`src/source/lane_pkg.sv`:
```
//////////////////////////////
// Shared definitions of the vector lane
// Element and register file widths
// ALU opcodes
// Request, element operation, write and result structs
//////////////////////////////

`default_nettype none

package lane_pkg;

  //////////////////////////////
  // Sizes
  //////////////////////////////

  localparam int unsigned ElemWidth    = 32;
  localparam int unsigned NrVRegs      = 8;
  localparam int unsigned ElemsPerVReg = 4;

  // Plain vector types
  typedef logic [ElemWidth-1:0]              elem_t;
  typedef logic [$clog2(NrVRegs)-1:0]        vreg_t;
  typedef logic [$clog2(ElemsPerVReg)-1:0]   eidx_t;
  // One bit wider than the index so that a full register fits
  typedef logic [$clog2(ElemsPerVReg):0]     vl_t;

  // Integer ALU operations, VMIN and VMAX compare signed
  typedef enum logic [3:0] {
    VADD,
    VSUB,
    VAND,
    VOR,
    VXOR,
    VSLL,
    VSRL,
    VSRA,
    VMIN,
    VMAX
  } alu_op_e;

  //////////////////////////////
  // Structs
  //////////////////////////////

  // Instruction from the main sequencer
  typedef struct packed {
    alu_op_e op;
    vreg_t   vd;
    vreg_t   vs1;
    vreg_t   vs2;
    vl_t     vl;
    logic    use_scalar;
    elem_t   scalar;
  } pe_req_t;

  // One element of an instruction
  typedef struct packed {
    alu_op_e op;
    vreg_t   vd;
    vreg_t   vs1;
    vreg_t   vs2;
    eidx_t   idx;
    logic    use_scalar;
    elem_t   scalar;
    logic    last;
  } elem_op_t;

  typedef struct packed {
    vreg_t vreg;
    eidx_t idx;
  } vrf_addr_t;

  typedef struct packed {
    vrf_addr_t addr;
    elem_t     data;
  } vrf_wr_t;

  typedef struct packed {
    vrf_addr_t addr;
    elem_t     data;
    logic      last;
  } alu_result_t;

endpackage

`default_nettype wire
```
`src/source/lane_top.sv`:
```
//////////////////////////////
// Vector lane top level
// Decode, register file, execute and result stages
//////////////////////////////

`timescale 1ns/10ps
`default_nettype none

module lane_top (
  input  logic                clk_i,
  input  logic                rst_ni,
  // Main sequencer
  input  lane_pkg::pe_req_t   pe_req_i,
  input  logic                pe_req_valid_i,
  output logic                pe_req_ready_o,
  output logic                alu_vinsn_done_o,
  // Load unit
  input  logic                ldu_req_i,
  input  lane_pkg::vrf_wr_t   ldu_wr_i,
  output logic                ldu_gnt_o,
  // Store unit
  input  logic                stu_req_i,
  input  lane_pkg::vrf_addr_t stu_addr_i,
  output lane_pkg::elem_t     stu_rdata_o,
  output logic                stu_valid_o
);
  import lane_pkg::*;

  elem_op_t    elem_op;
  logic        elem_valid;
  elem_t       opa;
  elem_t       opb;
  alu_result_t alu_result;
  logic        alu_result_valid;
  logic        vrf_we;
  vrf_wr_t     vrf_wr;
  logic        vinsn_done;

  assign alu_vinsn_done_o = vinsn_done;

  lane_sequencer lane_sequencer_inst (
    .clk_i          (clk_i),
    .rst_ni         (rst_ni),
    .pe_req_i       (pe_req_i),
    .pe_req_valid_i (pe_req_valid_i),
    .pe_req_ready_o (pe_req_ready_o),
    .vinsn_done_i   (vinsn_done),
    .elem_op_o      (elem_op),
    .elem_valid_o   (elem_valid)
  );

  vector_regfile vector_regfile_inst (
    .clk_i        (clk_i),
    .rst_ni       (rst_ni),
    .elem_op_i    (elem_op),
    .elem_valid_i (elem_valid),
    .opa_o        (opa),
    .opb_o        (opb),
    .we_i         (vrf_we),
    .wr_i         (vrf_wr),
    .stu_req_i    (stu_req_i),
    .stu_addr_i   (stu_addr_i),
    .stu_rdata_o  (stu_rdata_o),
    .stu_valid_o  (stu_valid_o)
  );

  lane_alu lane_alu_inst (
    .clk_i          (clk_i),
    .rst_ni         (rst_ni),
    .elem_op_i      (elem_op),
    .elem_valid_i   (elem_valid),
    .opa_i          (opa),
    .opb_i          (opb),
    .result_o       (alu_result),
    .result_valid_o (alu_result_valid)
  );

  lane_writeback lane_writeback_inst (
    .clk_i              (clk_i),
    .rst_ni             (rst_ni),
    .alu_result_i       (alu_result),
    .alu_result_valid_i (alu_result_valid),
    .ldu_req_i          (ldu_req_i),
    .ldu_wr_i           (ldu_wr_i),
    .ldu_gnt_o          (ldu_gnt_o),
    .vrf_we_o           (vrf_we),
    .vrf_wr_o           (vrf_wr),
    .vinsn_done_o       (vinsn_done)
  );

endmodule

`default_nettype wire

```
`src/source/lane_writeback.sv`:
```
//////////////////////////////
// Lane result stage
// ALU over load write arbitration
// Instruction done pulse
//////////////////////////////

`timescale 1ns/10ps
`default_nettype none

module lane_writeback (
  input  logic                  clk_i,
  input  logic                  rst_ni,
  input  lane_pkg::alu_result_t alu_result_i,
  input  logic                  alu_result_valid_i,
  input  logic                  ldu_req_i,
  input  lane_pkg::vrf_wr_t     ldu_wr_i,
  output logic                  ldu_gnt_o,
  output logic                  vrf_we_o,
  output lane_pkg::vrf_wr_t     vrf_wr_o,
  output logic                  vinsn_done_o
);
  import lane_pkg::*;

  vrf_wr_t alu_wr;
  logic    done_q;

  assign alu_wr.addr = alu_result_i.addr;
  assign alu_wr.data = alu_result_i.data;

  //////////////////////////////
  // Write port arbitration
  //////////////////////////////

  // ALU never stalls, the load unit takes the free cycles
  assign ldu_gnt_o = ldu_req_i & ~alu_result_valid_i;
  assign vrf_we_o  = alu_result_valid_i | ldu_gnt_o;
  assign vrf_wr_o  = alu_result_valid_i ? alu_wr : ldu_wr_i;

  // Pulse in the cycle after the last element lands
  always_ff @(posedge clk_i or negedge rst_ni) begin
    if (!rst_ni) begin
      done_q <= 1'b0;
    end else begin
      done_q <= alu_result_valid_i & alu_result_i.last;
    end
  end

  assign vinsn_done_o = done_q;

  // A granted load owns the write port, no ALU result shares it
  a_no_gnt_with_alu: assert property (@(posedge clk_i) disable iff (!rst_ni)
    ldu_gnt_o |-> (vrf_we_o && vrf_wr_o == ldu_wr_i));

  // An instruction writes at most one register worth of elements back to back
  a_ldu_wait_bound: assert property (@(posedge clk_i) disable iff (!rst_ni)
    (ldu_req_i && !ldu_gnt_o) |-> ##[1:ElemsPerVReg] ldu_gnt_o);

endmodule

`default_nettype wire

```
`src/source/lane_alu.sv`:
```
//////////////////////////////
// Lane execute stage
// Aligns the element operation with its operands
// Integer ALU with registered result
//////////////////////////////

`timescale 1ns/10ps
`default_nettype none

module lane_alu (
  input  logic                  clk_i,
  input  logic                  rst_ni,
  input  lane_pkg::elem_op_t    elem_op_i,
  input  logic                  elem_valid_i,
  input  lane_pkg::elem_t       opa_i,
  input  lane_pkg::elem_t       opb_i,
  output lane_pkg::alu_result_t result_o,
  output logic                  result_valid_o
);
  import lane_pkg::*;

  elem_op_t                     op_q;
  logic                         op_valid_q;
  elem_t                        src_a;
  elem_t                        src_b;
  elem_t                        res;
  logic [$clog2(ElemWidth)-1:0] shamt;
  alu_result_t                  result_q;
  logic                         result_valid_q;

  // Operation waits one cycle for the register file read
  always_ff @(posedge clk_i) begin
    if (elem_valid_i) begin
      op_q <= elem_op_i;
    end
  end

  //////////////////////////////
  // Datapath
  //////////////////////////////

  assign src_a = opa_i;
  assign src_b = op_q.use_scalar ? op_q.scalar : opb_i;
  assign shamt = src_b[$clog2(ElemWidth)-1:0];

  always_comb begin
    case (op_q.op)
      VADD:    res = src_a + src_b;
      VSUB:    res = src_a - src_b;
      VAND:    res = src_a & src_b;
      VOR:     res = src_a | src_b;
      VXOR:    res = src_a ^ src_b;
      VSLL:    res = src_a << shamt;
      VSRL:    res = src_a >> shamt;
      VSRA:    res = elem_t'($signed(src_a) >>> shamt);
      VMIN:    res = ($signed(src_a) < $signed(src_b)) ? src_a : src_b;
      VMAX:    res = ($signed(src_a) > $signed(src_b)) ? src_a : src_b;
      default: res = '0;
    endcase
  end

  always_ff @(posedge clk_i) begin
    if (op_valid_q) begin
      result_q.addr.vreg <= op_q.vd;
      result_q.addr.idx  <= op_q.idx;
      result_q.data      <= res;
      result_q.last      <= op_q.last;
    end
  end

  always_ff @(posedge clk_i or negedge rst_ni) begin
    if (!rst_ni) begin
      op_valid_q     <= 1'b0;
      result_valid_q <= 1'b0;
    end else begin
      op_valid_q     <= elem_valid_i;
      result_valid_q <= op_valid_q;
    end
  end

  assign result_o       = result_q;
  assign result_valid_o = result_valid_q;

endmodule

`default_nettype wire

```
`src/source/vector_regfile.sv`:
```
//////////////////////////////
// Lane slice of the vector register file
// Two registered operand reads
// Registered store read and one write port
//////////////////////////////

`timescale 1ns/10ps
`default_nettype none

module vector_regfile (
  input  logic                clk_i,
  input  logic                rst_ni,
  input  lane_pkg::elem_op_t  elem_op_i,
  input  logic                elem_valid_i,
  output lane_pkg::elem_t     opa_o,
  output lane_pkg::elem_t     opb_o,
  input  logic                we_i,
  input  lane_pkg::vrf_wr_t   wr_i,
  input  logic                stu_req_i,
  input  lane_pkg::vrf_addr_t stu_addr_i,
  output lane_pkg::elem_t     stu_rdata_o,
  output logic                stu_valid_o
);
  import lane_pkg::*;

  elem_t vrf_q [NrVRegs][ElemsPerVReg];
  elem_t opa_q;
  elem_t opb_q;
  elem_t stu_rdata_q;
  logic  stu_valid_q;

  //////////////////////////////
  // Storage
  //////////////////////////////

  always_ff @(posedge clk_i or negedge rst_ni) begin
    if (!rst_ni) begin
      for (int unsigned r = 0; r < NrVRegs; r++) begin
        for (int unsigned e = 0; e < ElemsPerVReg; e++) begin
          vrf_q[r][e] <= '0;
        end
      end
    end else if (we_i) begin
      vrf_q[wr_i.addr.vreg][wr_i.addr.idx] <= wr_i.data;
    end
  end

  //////////////////////////////
  // Read ports
  //////////////////////////////

  // Operand A is the vs2 element, operand B the vs1 element
  always_ff @(posedge clk_i) begin
    if (elem_valid_i) begin
      opa_q <= vrf_q[elem_op_i.vs2][elem_op_i.idx];
      opb_q <= vrf_q[elem_op_i.vs1][elem_op_i.idx];
    end
  end

  // Store port sees the value before a same-cycle write
  always_ff @(posedge clk_i) begin
    if (stu_req_i) begin
      stu_rdata_q <= vrf_q[stu_addr_i.vreg][stu_addr_i.idx];
    end
  end

  always_ff @(posedge clk_i or negedge rst_ni) begin
    if (!rst_ni) begin
      stu_valid_q <= 1'b0;
    end else begin
      stu_valid_q <= stu_req_i;
    end
  end

  assign opa_o       = opa_q;
  assign opb_o       = opb_q;
  assign stu_rdata_o = stu_rdata_q;
  assign stu_valid_o = stu_valid_q;

endmodule

`default_nettype wire

```
`src/source/lane_sequencer.sv`:
```
//////////////////////////////
// Lane decode stage
// Accepts one instruction at a time and issues
// one element operation per cycle
//////////////////////////////

`timescale 1ns/10ps
`default_nettype none

module lane_sequencer (
  input  logic               clk_i,
  input  logic               rst_ni,
  input  lane_pkg::pe_req_t  pe_req_i,
  input  logic               pe_req_valid_i,
  output logic               pe_req_ready_o,
  input  logic               vinsn_done_i,
  output lane_pkg::elem_op_t elem_op_o,
  output logic               elem_valid_o
);
  import lane_pkg::*;

  typedef enum logic [1:0] {
    IDLE,
    ISSUE,
    WAIT_DONE
  } state_e;

  state_e   state_q;
  state_e   state_d;
  pe_req_t  req_q;
  eidx_t    idx_q;
  logic     last_elem;
  elem_op_t elem_op_d;
  elem_op_t elem_op_q;
  logic     elem_valid_q;

  assign pe_req_ready_o = (state_q == IDLE);
  assign last_elem      = (vl_t'(idx_q) + vl_t'(1)) == req_q.vl;

  //////////////////////////////
  // FSM
  //////////////////////////////

  always_comb begin
    state_d = state_q;
    case (state_q)
      IDLE:      if (pe_req_valid_i) state_d = ISSUE;
      ISSUE:     if (last_elem) state_d = WAIT_DONE;
      // Writeback signals the end of the last element
      WAIT_DONE: if (vinsn_done_i) state_d = IDLE;
      default:   state_d = IDLE;
    endcase
  end

  always_ff @(posedge clk_i or negedge rst_ni) begin
    if (!rst_ni) begin
      state_q      <= IDLE;
      idx_q        <= '0;
      elem_valid_q <= 1'b0;
    end else begin
      state_q      <= state_d;
      elem_valid_q <= (state_q == ISSUE);
      if (state_q == ISSUE) begin
        idx_q <= idx_q + eidx_t'(1);
      end else begin
        idx_q <= '0;
      end
    end
  end

  //////////////////////////////
  // Element operation
  //////////////////////////////

  always_comb begin
    elem_op_d.op         = req_q.op;
    elem_op_d.vd         = req_q.vd;
    elem_op_d.vs1        = req_q.vs1;
    elem_op_d.vs2        = req_q.vs2;
    elem_op_d.idx        = idx_q;
    elem_op_d.use_scalar = req_q.use_scalar;
    elem_op_d.scalar     = req_q.scalar;
    elem_op_d.last       = last_elem;
  end

  always_ff @(posedge clk_i) begin
    if (pe_req_valid_i && pe_req_ready_o) begin
      req_q <= pe_req_i;
    end
    if (state_q == ISSUE) begin
      elem_op_q <= elem_op_d;
    end
  end

  assign elem_op_o    = elem_op_q;
  assign elem_valid_o = elem_valid_q;

  // Elements leave the issue register only while an instruction is open
  a_issue_in_state: assert property (@(posedge clk_i) disable iff (!rst_ni)
    elem_valid_o |-> (state_q != IDLE));

  a_vl_range: assert property (@(posedge clk_i) disable iff (!rst_ni)
    (pe_req_valid_i && pe_req_ready_o) |->
      (pe_req_i.vl >= 1 && pe_req_i.vl <= ElemsPerVReg));

  // Done from writeback only while an instruction is open
  a_done_when_waiting: assert property (@(posedge clk_i) disable iff (!rst_ni)
    vinsn_done_i |-> (state_q == WAIT_DONE));

endmodule

`default_nettype wire

```
`config.mk`:
```
export PLATFORM = sky130hd
export DESIGN_NAME = lane_top
export DESIGN_NICKNAME = d
export VERILOG_FILES = /design/src/source/lane_pkg.sv /design/src/source/lane_top.sv /design/src/source/lane_writeback.sv /design/src/source/lane_alu.sv /design/src/source/vector_regfile.sv /design/src/source/lane_sequencer.sv
export SDC_FILE = /design/constraint.sdc
export NUM_CORES = 2
export LEC_CHECK = 0
export BUFFER_PORTS_ARGS = -buffer_cell sky130_fd_sc_hd__buf_2
export CORE_ASPECT_RATIO = 0.9
export CORE_MARGIN = 1
export CORE_UTILIZATION = 52
export DETAILED_ROUTE_END_ITERATION = 8
export GPL_TIMING_DRIVEN = 1
export PLACE_DENSITY = 0.68
export RECOVER_POWER = 25
export SYNTH_ARGS = -nofsm -noshare
export SYNTH_HDL_FRONTEND = slang
export SYNTH_SLANG_ARGS = --single-unit
```
`constraint.sdc`:
```
create_clock -name clk_i -period 13.3 [get_ports clk_i]
set_input_delay 1.995 -clock clk_i [delete_from_list [all_inputs] [get_ports clk_i]]
set_output_delay 1.995 -clock clk_i [all_outputs]
set_load 0.02 [all_outputs]
```
== Word-level counts from Yosys, hierarchy flattened ==
Index checks and enable logic that the tools add are counted.

* Bitwise logic cells: 14
* Magnitude comparators: 11
* Eq/ne operators: 15
* Add/sub/neg operators: 4
* Reductions and logical operators: 6
* Shift-type cells: 3
* Multiplexer cells: 33

{| class="wikitable"
|+ Operator list
! kind !! count
|-
| binary-select mux 128 bit (select 3 bit) || 3
|-
| bitwise mux 1024 bit || 1
|-
| two-way mux 128 bit || 7
|-
| demux 128 bit (select 3 bit) || 1
|-
| two-way mux 32 bit || 10
|-
| case mux 32 bit (10 select lines) || 1
|-
| binary-select mux 32 bit (select 2 bit) || 3
|-
| demux 32 bit (select 2 bit) || 1
|-
| two-way mux 37 bit || 1
|-
| adder 32 bit || 1
|-
| AND 32 bit || 1
|-
| > comparator 32 bit || 1
|-
| less-than comparator 32 bit || 1
|-
| bitwise OR 32 bit || 1
|-
| << shifter 32 x 5 -> 32 bit || 1
|-
| >> shifter 32 x 5 -> 32 bit || 1
|-
| >>> shifter 32 x 5 -> 32 bit || 1
|-
| subtractor 32 bit || 1
|-
| bitwise XOR 32 bit || 1
|-
| equality test 4 x 3 -> 1 bit, second input constant || 4
|-
| >= comparator 4 bit, second input constant || 4
|-
| NOT 3 -> 4 bit || 4
|-
| >= comparator 3 bit, second input constant || 3
|-
| NOT 2 -> 3 bit || 3
|-
| 21 further kinds || 30
|}

* Register bits after elaboration: 1308
* Output and inout port bits: 36
* Word-level logic and storage cells: 153

== Depth between registers and ports, before layout ==
* Word-level depth: 9
* Depth in mapped cells: 18

== Modules after synthesis ==
Synthesis repeated with hierarchy kept, for this count alone.

* Cell total of the unflattened synthesis: 7542
* Area total of the unflattened synthesis: 83551.4 µm²

{| class="wikitable"
|+ By module, submodules not included
! module !! area each (µm²) !! seq. area each (µm²) !! cells an instance !! instances
|-
| vector_regfile || 67888.9 || 28532.4 || 5857 || 1
|-
| lane_alu || 11981.5 || 2482.4 || 1522 || 1
|-
| lane_sequencer || 3175.5 || 3067.9 || 118 || 1
|-
| lane_writeback || 505.5 || 25.0 || 45 || 1
|}

== Least setup slack after synthesis ==
Ideal clock, no wire load.

* Kind: flip-flop to flip-flop
* Start: register lane_alu_inst.op_q[33] (netlist bit)
* End: register lane_alu_inst.result_q (netlist bit lane_alu_inst.result_o[28]) (data pin)
* Arrival time: 4.513 ns
* Slack: 8.515 ns
* Setup time: 0.272 ns
* Required time: 13.028 ns
* Stages on the path, launching flop included: 19
* Period minus slack after synthesis: 4.785 ns
* Path through: edfxtp_1 -> buf_4 -> buf_1 -> mux2i_1 -> clkbuf_1 -> clkbuf_1 -> clkbuf_1 -> ha_1 -> clkbuf_1 -> nor2_1 -> o21ai_1 -> a221oi_1 -> o31ai_2 -> nand3_2 -> xor2_1 -> mux2_4 -> buf_6 -> a2111oi_4 -> o221ai_2

* Word-level cells in the longest chain between the ends: 4

{| class="wikitable"
|+ Ends and longest elaborated chain
! item !! line !! RTL
|-
| from (decl) || lane_alu.sv:22 || <nowiki>elem_op_t op_q;</nowiki>
|-
| from (signal assigned) || lane_alu.sv:34 || <nowiki>op_q <= elem_op_i;</nowiki>
|-
| two-way mux 32 bit (*) || lane_alu.sv:43 || <nowiki>assign src_b = op_q.use_scalar ? op_q.scalar : opb_i;</nowiki>
|-
| > comparator 32 bit or less-than comparator 32 bit (tied branches) || lane_alu.sv:57, lane_alu.sv:56 ||
|-
| two-way mux 32 bit (on tied branches) || lane_alu.sv:57, lane_alu.sv:56 ||
|-
| case mux 32 bit (10 select lines) (*) || lane_alu.sv:47 || <nowiki>case (op_q.op)</nowiki>
|-
| to (decl) || lane_alu.sv:28 || <nowiki>alu_result_t result_q;</nowiki>
|}

Every way passes the cells marked *; elsewhere a longest branch is shown, timed or not.
A chain may end at the register's enable or synchronous reset.

== Final worst setup path ==
* Start: register lane_sequencer_inst.elem_op_q (netlist bit lane_sequencer_inst.elem_op_o[34])
* End: register vector_regfile_inst.opb_q[29], in the netlist vector_regfile_inst.opb_o[29] (data pin)

* Word-level cells in the longest chain between the ends: 4

{| class="wikitable"
|+ Ends and longest elaborated chain
! item !! line !! RTL
|-
| from (decl) || lane_sequencer.sv:34 || <nowiki>elem_op_t elem_op_q;</nowiki>
|-
| from (signal assigned) || lane_sequencer.sv:91 || <nowiki>elem_op_q <= elem_op_d;</nowiki>
|-
| NOT 2 -> 3 bit (implied by the code) || vector_regfile.sv:56 || <nowiki>opb_q <= vrf_q[elem_op_i.vs1][elem_op_i.idx];</nowiki>
|-
| binary-select mux 32 bit (select 2 bit) || vector_regfile.sv:56 ||
|-
| two-way mux 32 bit (implied by the code) (2 in series) || vector_regfile.sv:56 ||
|-
| to (signal assigned) || vector_regfile.sv:56 ||
|-
| to (decl) || vector_regfile.sv:28 || <nowiki>elem_t opb_q;</nowiki>
|}

Every way passes these cells. The select of a mux whose other input is x is not followed.

==> metrics.yaml <==
synthesis:
  synth_top_area_share_pct: 33.0
  synth_area_leaders: "dfrtp_1 33%, mux4_2 28%, edfxtp_1 11%"
  synth.largest_area_cell: "dfrtp_1"
  synth_edf_count: 275
  ys_types: 87
  ys.flop_type: "dfrtp_1"
  syn-cell-area_um2: 78300
  synth.avg_cell_area_um2: 12.0
  synthCells: 6508
  synthArstFlopShare_pct: 79.0
  ys_seq_elements: 1308
  yosysWarningCount: 0
  syn-num-nets: 6704
  ys_seq_area_share_pct: 43.6
final_layout:
  drive_gt1_share_pct: 26.5
  regArea_um2: 34100
  fin_nets: 6488
  fillers: 12000
  multi_input_area_um2: 41800
  final_util_pct: 57.5
  syn_to_final_growth_pct: 9.32
routing:
  wl_per_cell_um: 32.0
  dr.pass1.iters: 7
  drt_iter0_drc: 8756
  vias_per_cell: 7.06
  vias: 59200
  wl_mm: 269
  postRouteAntennaNets: 0
  route.detailed.drc: 0
floorplanning:
  fp.dieW_um: 411
  start_util_pct: 52.6
  rows: 134
  ios: 132
  die_height_um: 370
  design.core.area_um2: 149000
  dieArea_um2: 152000
placement:
  place_hpwl_mm: 163
  place_congestion: 1.00
  port_buffers: 131
global_route:
  antenna_found_initial: 15
  gr-total-overflow: 0
  grt_max_degree: 179
  grt_pass1_vias: 56900
  grt_usage_pct: 35.5
  grt_first_pass_wirelength_mm: 393
timing:
  drv_slew: 722
  finalSetupTns_ns: 0
  skew_ns: 0.0443
  worstMarginPinSlew_ns: 8.32
  fin_crit_sh_pct: 67.9
  hold_violations: 0
  finalCriticalPeriod_ns: 9.03
  max_freq_ghz: 0.111
  rsz0062_at_grt: "no"
  setup_violations: 0
  relSlewSlack_pct: -455
clocking:
  cts.clk_slew.worst_paths_ns: 0.07
  cts_tree: "done"
  hold_buffers: 0
  cts_resized: 0
  clk_latency_ns: 0.80
  clockBufferDepth: 3
  cts_sinks: 1308
  h-tree-depth: 4
  cts_setup_buffers: 0
  root_buffer: "clkbuf_16"
  cts_buffers: 140
hold_path:
  min_path_type: "flip-flop to flip-flop"
run_status:
  status: "finished, violations left"
  violations: "capacitance limit, slew limit"
critical_path:
  critical_path_class: "flip-flop to flip-flop"
  path_max_fanout: 86
  required_ns: 13.77
  start_kind: "flip-flop"
  cp-end-kind: "flip-flop"
  cp.arrival_ns: 9.50
pwr:
  leakage_nw: 33.8
  vdd_drop_max_uv: 180
  power_density_nw_per_um2: 324
run:
  drv_cap: 14
-- registers in the layout, indices dropped and copies added, names as in the netlist, 3 cells and up --
register,flops
vector_regfile_inst.vrf_q,1024
lane_sequencer_inst.elem_op_d,46
vector_regfile_inst.opb_o,32
lane_sequencer_inst.elem_op_o,49
vector_regfile_inst.opa_o,32
lane_alu_inst.result_o,38
lane_alu_inst.op_q,43
lane_sequencer_inst.req_q,3
vector_regfile_inst.stu_rdata_o,32
-- per-layer routing --
| metal | GRT usage [%] | share of wire, % | wire length, µm |
|---|---|---|---|
| met3 | 9.35 | 13 | 33600 |
| met1 | 51.6 | 39 | 104000 |
| met5 | 0 | 0.031 | 82 |
| met2 | 52.1 | 45 | 120000 |
| met4 | 12.5 | 3.9 | 10300 |
-- cell families after synthesis --
family                     count (synthesis)  synth area share, %
and+or+nand+nor                         1506                 7.69
adders and majority gates                100                 1.62
AOI/OAI and AO/OA                       1555                 11.3
xor gates and xnor gates                  14                0.157
muxes                                   1266                 32.0
buffers and inverters                    759                 3.72
DFF                                     1308                 43.6
-- cells in the final DEF, fill, tap and decap left out, drive strengths merged, types with 11 or more instances in the layout --
master / instances
a21oi: 623
buf: 261
clkbuf: 214
nand2b: 13
a22oi: 13
and2: 17
mux4: 974
o21ai: 619
o22ai: 19
o221ai: 18
nor2: 660
mux2: 125
nand4: 11
a221oi: 41
edfxtp: 275
a21o: 20
nor3: 22
ha: 98
nor4: 11
nand3: 47
inv: 124
nor2b: 22
mux2i: 167
a211oi: 32
and3: 11
o211ai: 36
dfrtp: 1033
nand2: 675
a31oi: 17
bufinv: 18
clkinv: 40
-- cell type report --
type / instances / share of cell area, %
flip-flops and latches: 1308 / 39.9
inverters: 120 / 0.529
clock inverters: 66 / 1.09
repair buffers: 281 / 2.12
well taps: 1972 / 2.88
clock buffers: 194 / 4.72
diodes: 3 / 0.00877
multi-input cells: 4441 / 48.8
-- final timing paths --
path | start | end | slack [ns] | cells after the start
hold / removal | lane_sequencer_inst.elem_op_o[48] | lane_alu_inst.op_q[48] | 0.39 | 0
setup / recovery | lane_sequencer_inst.elem_op_o[34] | vector_regfile_inst.opb_o[29] | 4.27 | 4
min in group asynchronous | rst_ni | vector_regfile_inst.vrf_q[116] | 2.73 | 1
setup reg to reg | lane_sequencer_inst.elem_op_o[34] | vector_regfile_inst.opb_o[29] | 4.27 | 4
hold reg to reg | lane_sequencer_inst.elem_op_o[48] | lane_alu_inst.op_q[48] | 0.39 | 0
max in group asynchronous | rst_ni | vector_regfile_inst.vrf_q[615] | 5.32 | 3
-- cell usage after synthesis (9+ instances only) --
cell	n
nand4_1	11
o21ai_0	614
a221o_1	9
a21o_1	20
o221ai_1	17
o22ai_1	18
nor2_1	660
ha_1	98
a21oi_1	623
nand2b_1	13
dfrtp_1	1033
edfxtp_1	275
nand3_1	46
mux2_2	124
buf_1	87
o211ai_1	36
inv_1	117
nor3_1	21
nor2b_1	22
a22oi_1	13
clkbuf_1	520
a211oi_1	32
and2_1	17
nor4_1	10
mux2i_1	163
nand2_1	675
a22o_1	9
a31oi_1	17
buf_2	27
a221oi_1	41
mux4_2	974
and3_1	11
-- power by group --
group	internal, mW	total, mW	switching [mW]
sequential	6.36	8.42	2.06
clock	2.50	4.24	1.74
combinational	6.77	15.1	8.29
total	15.6	27.7	12.1
-- critical path, stage by stage (launching register included) --
cell	delay, ns
edfxtp_1	0.32
clkbuf_1	5.74
buf_4	1.41
mux4_2	0.62
mux2_2	0.42
-- through the flow --
stage	instance area [µm²]	setup slack [ns]	std cells	hold slack [ns]	power [mW]
finish	85600	4.27	8385	0.390	27.7
global route	85600	4.07	8382	0.415	28.9
CTS	85700	7.57	8382	0.393	27.3
detailed placement	80700	7.24	8122	0.405	23.0
global placement	80700	7.27	8122	0.404	22.6
floorplan	78300	8.51	6508	0.400	18.1
Note: power is estimated with default switching activity, not from simulation.
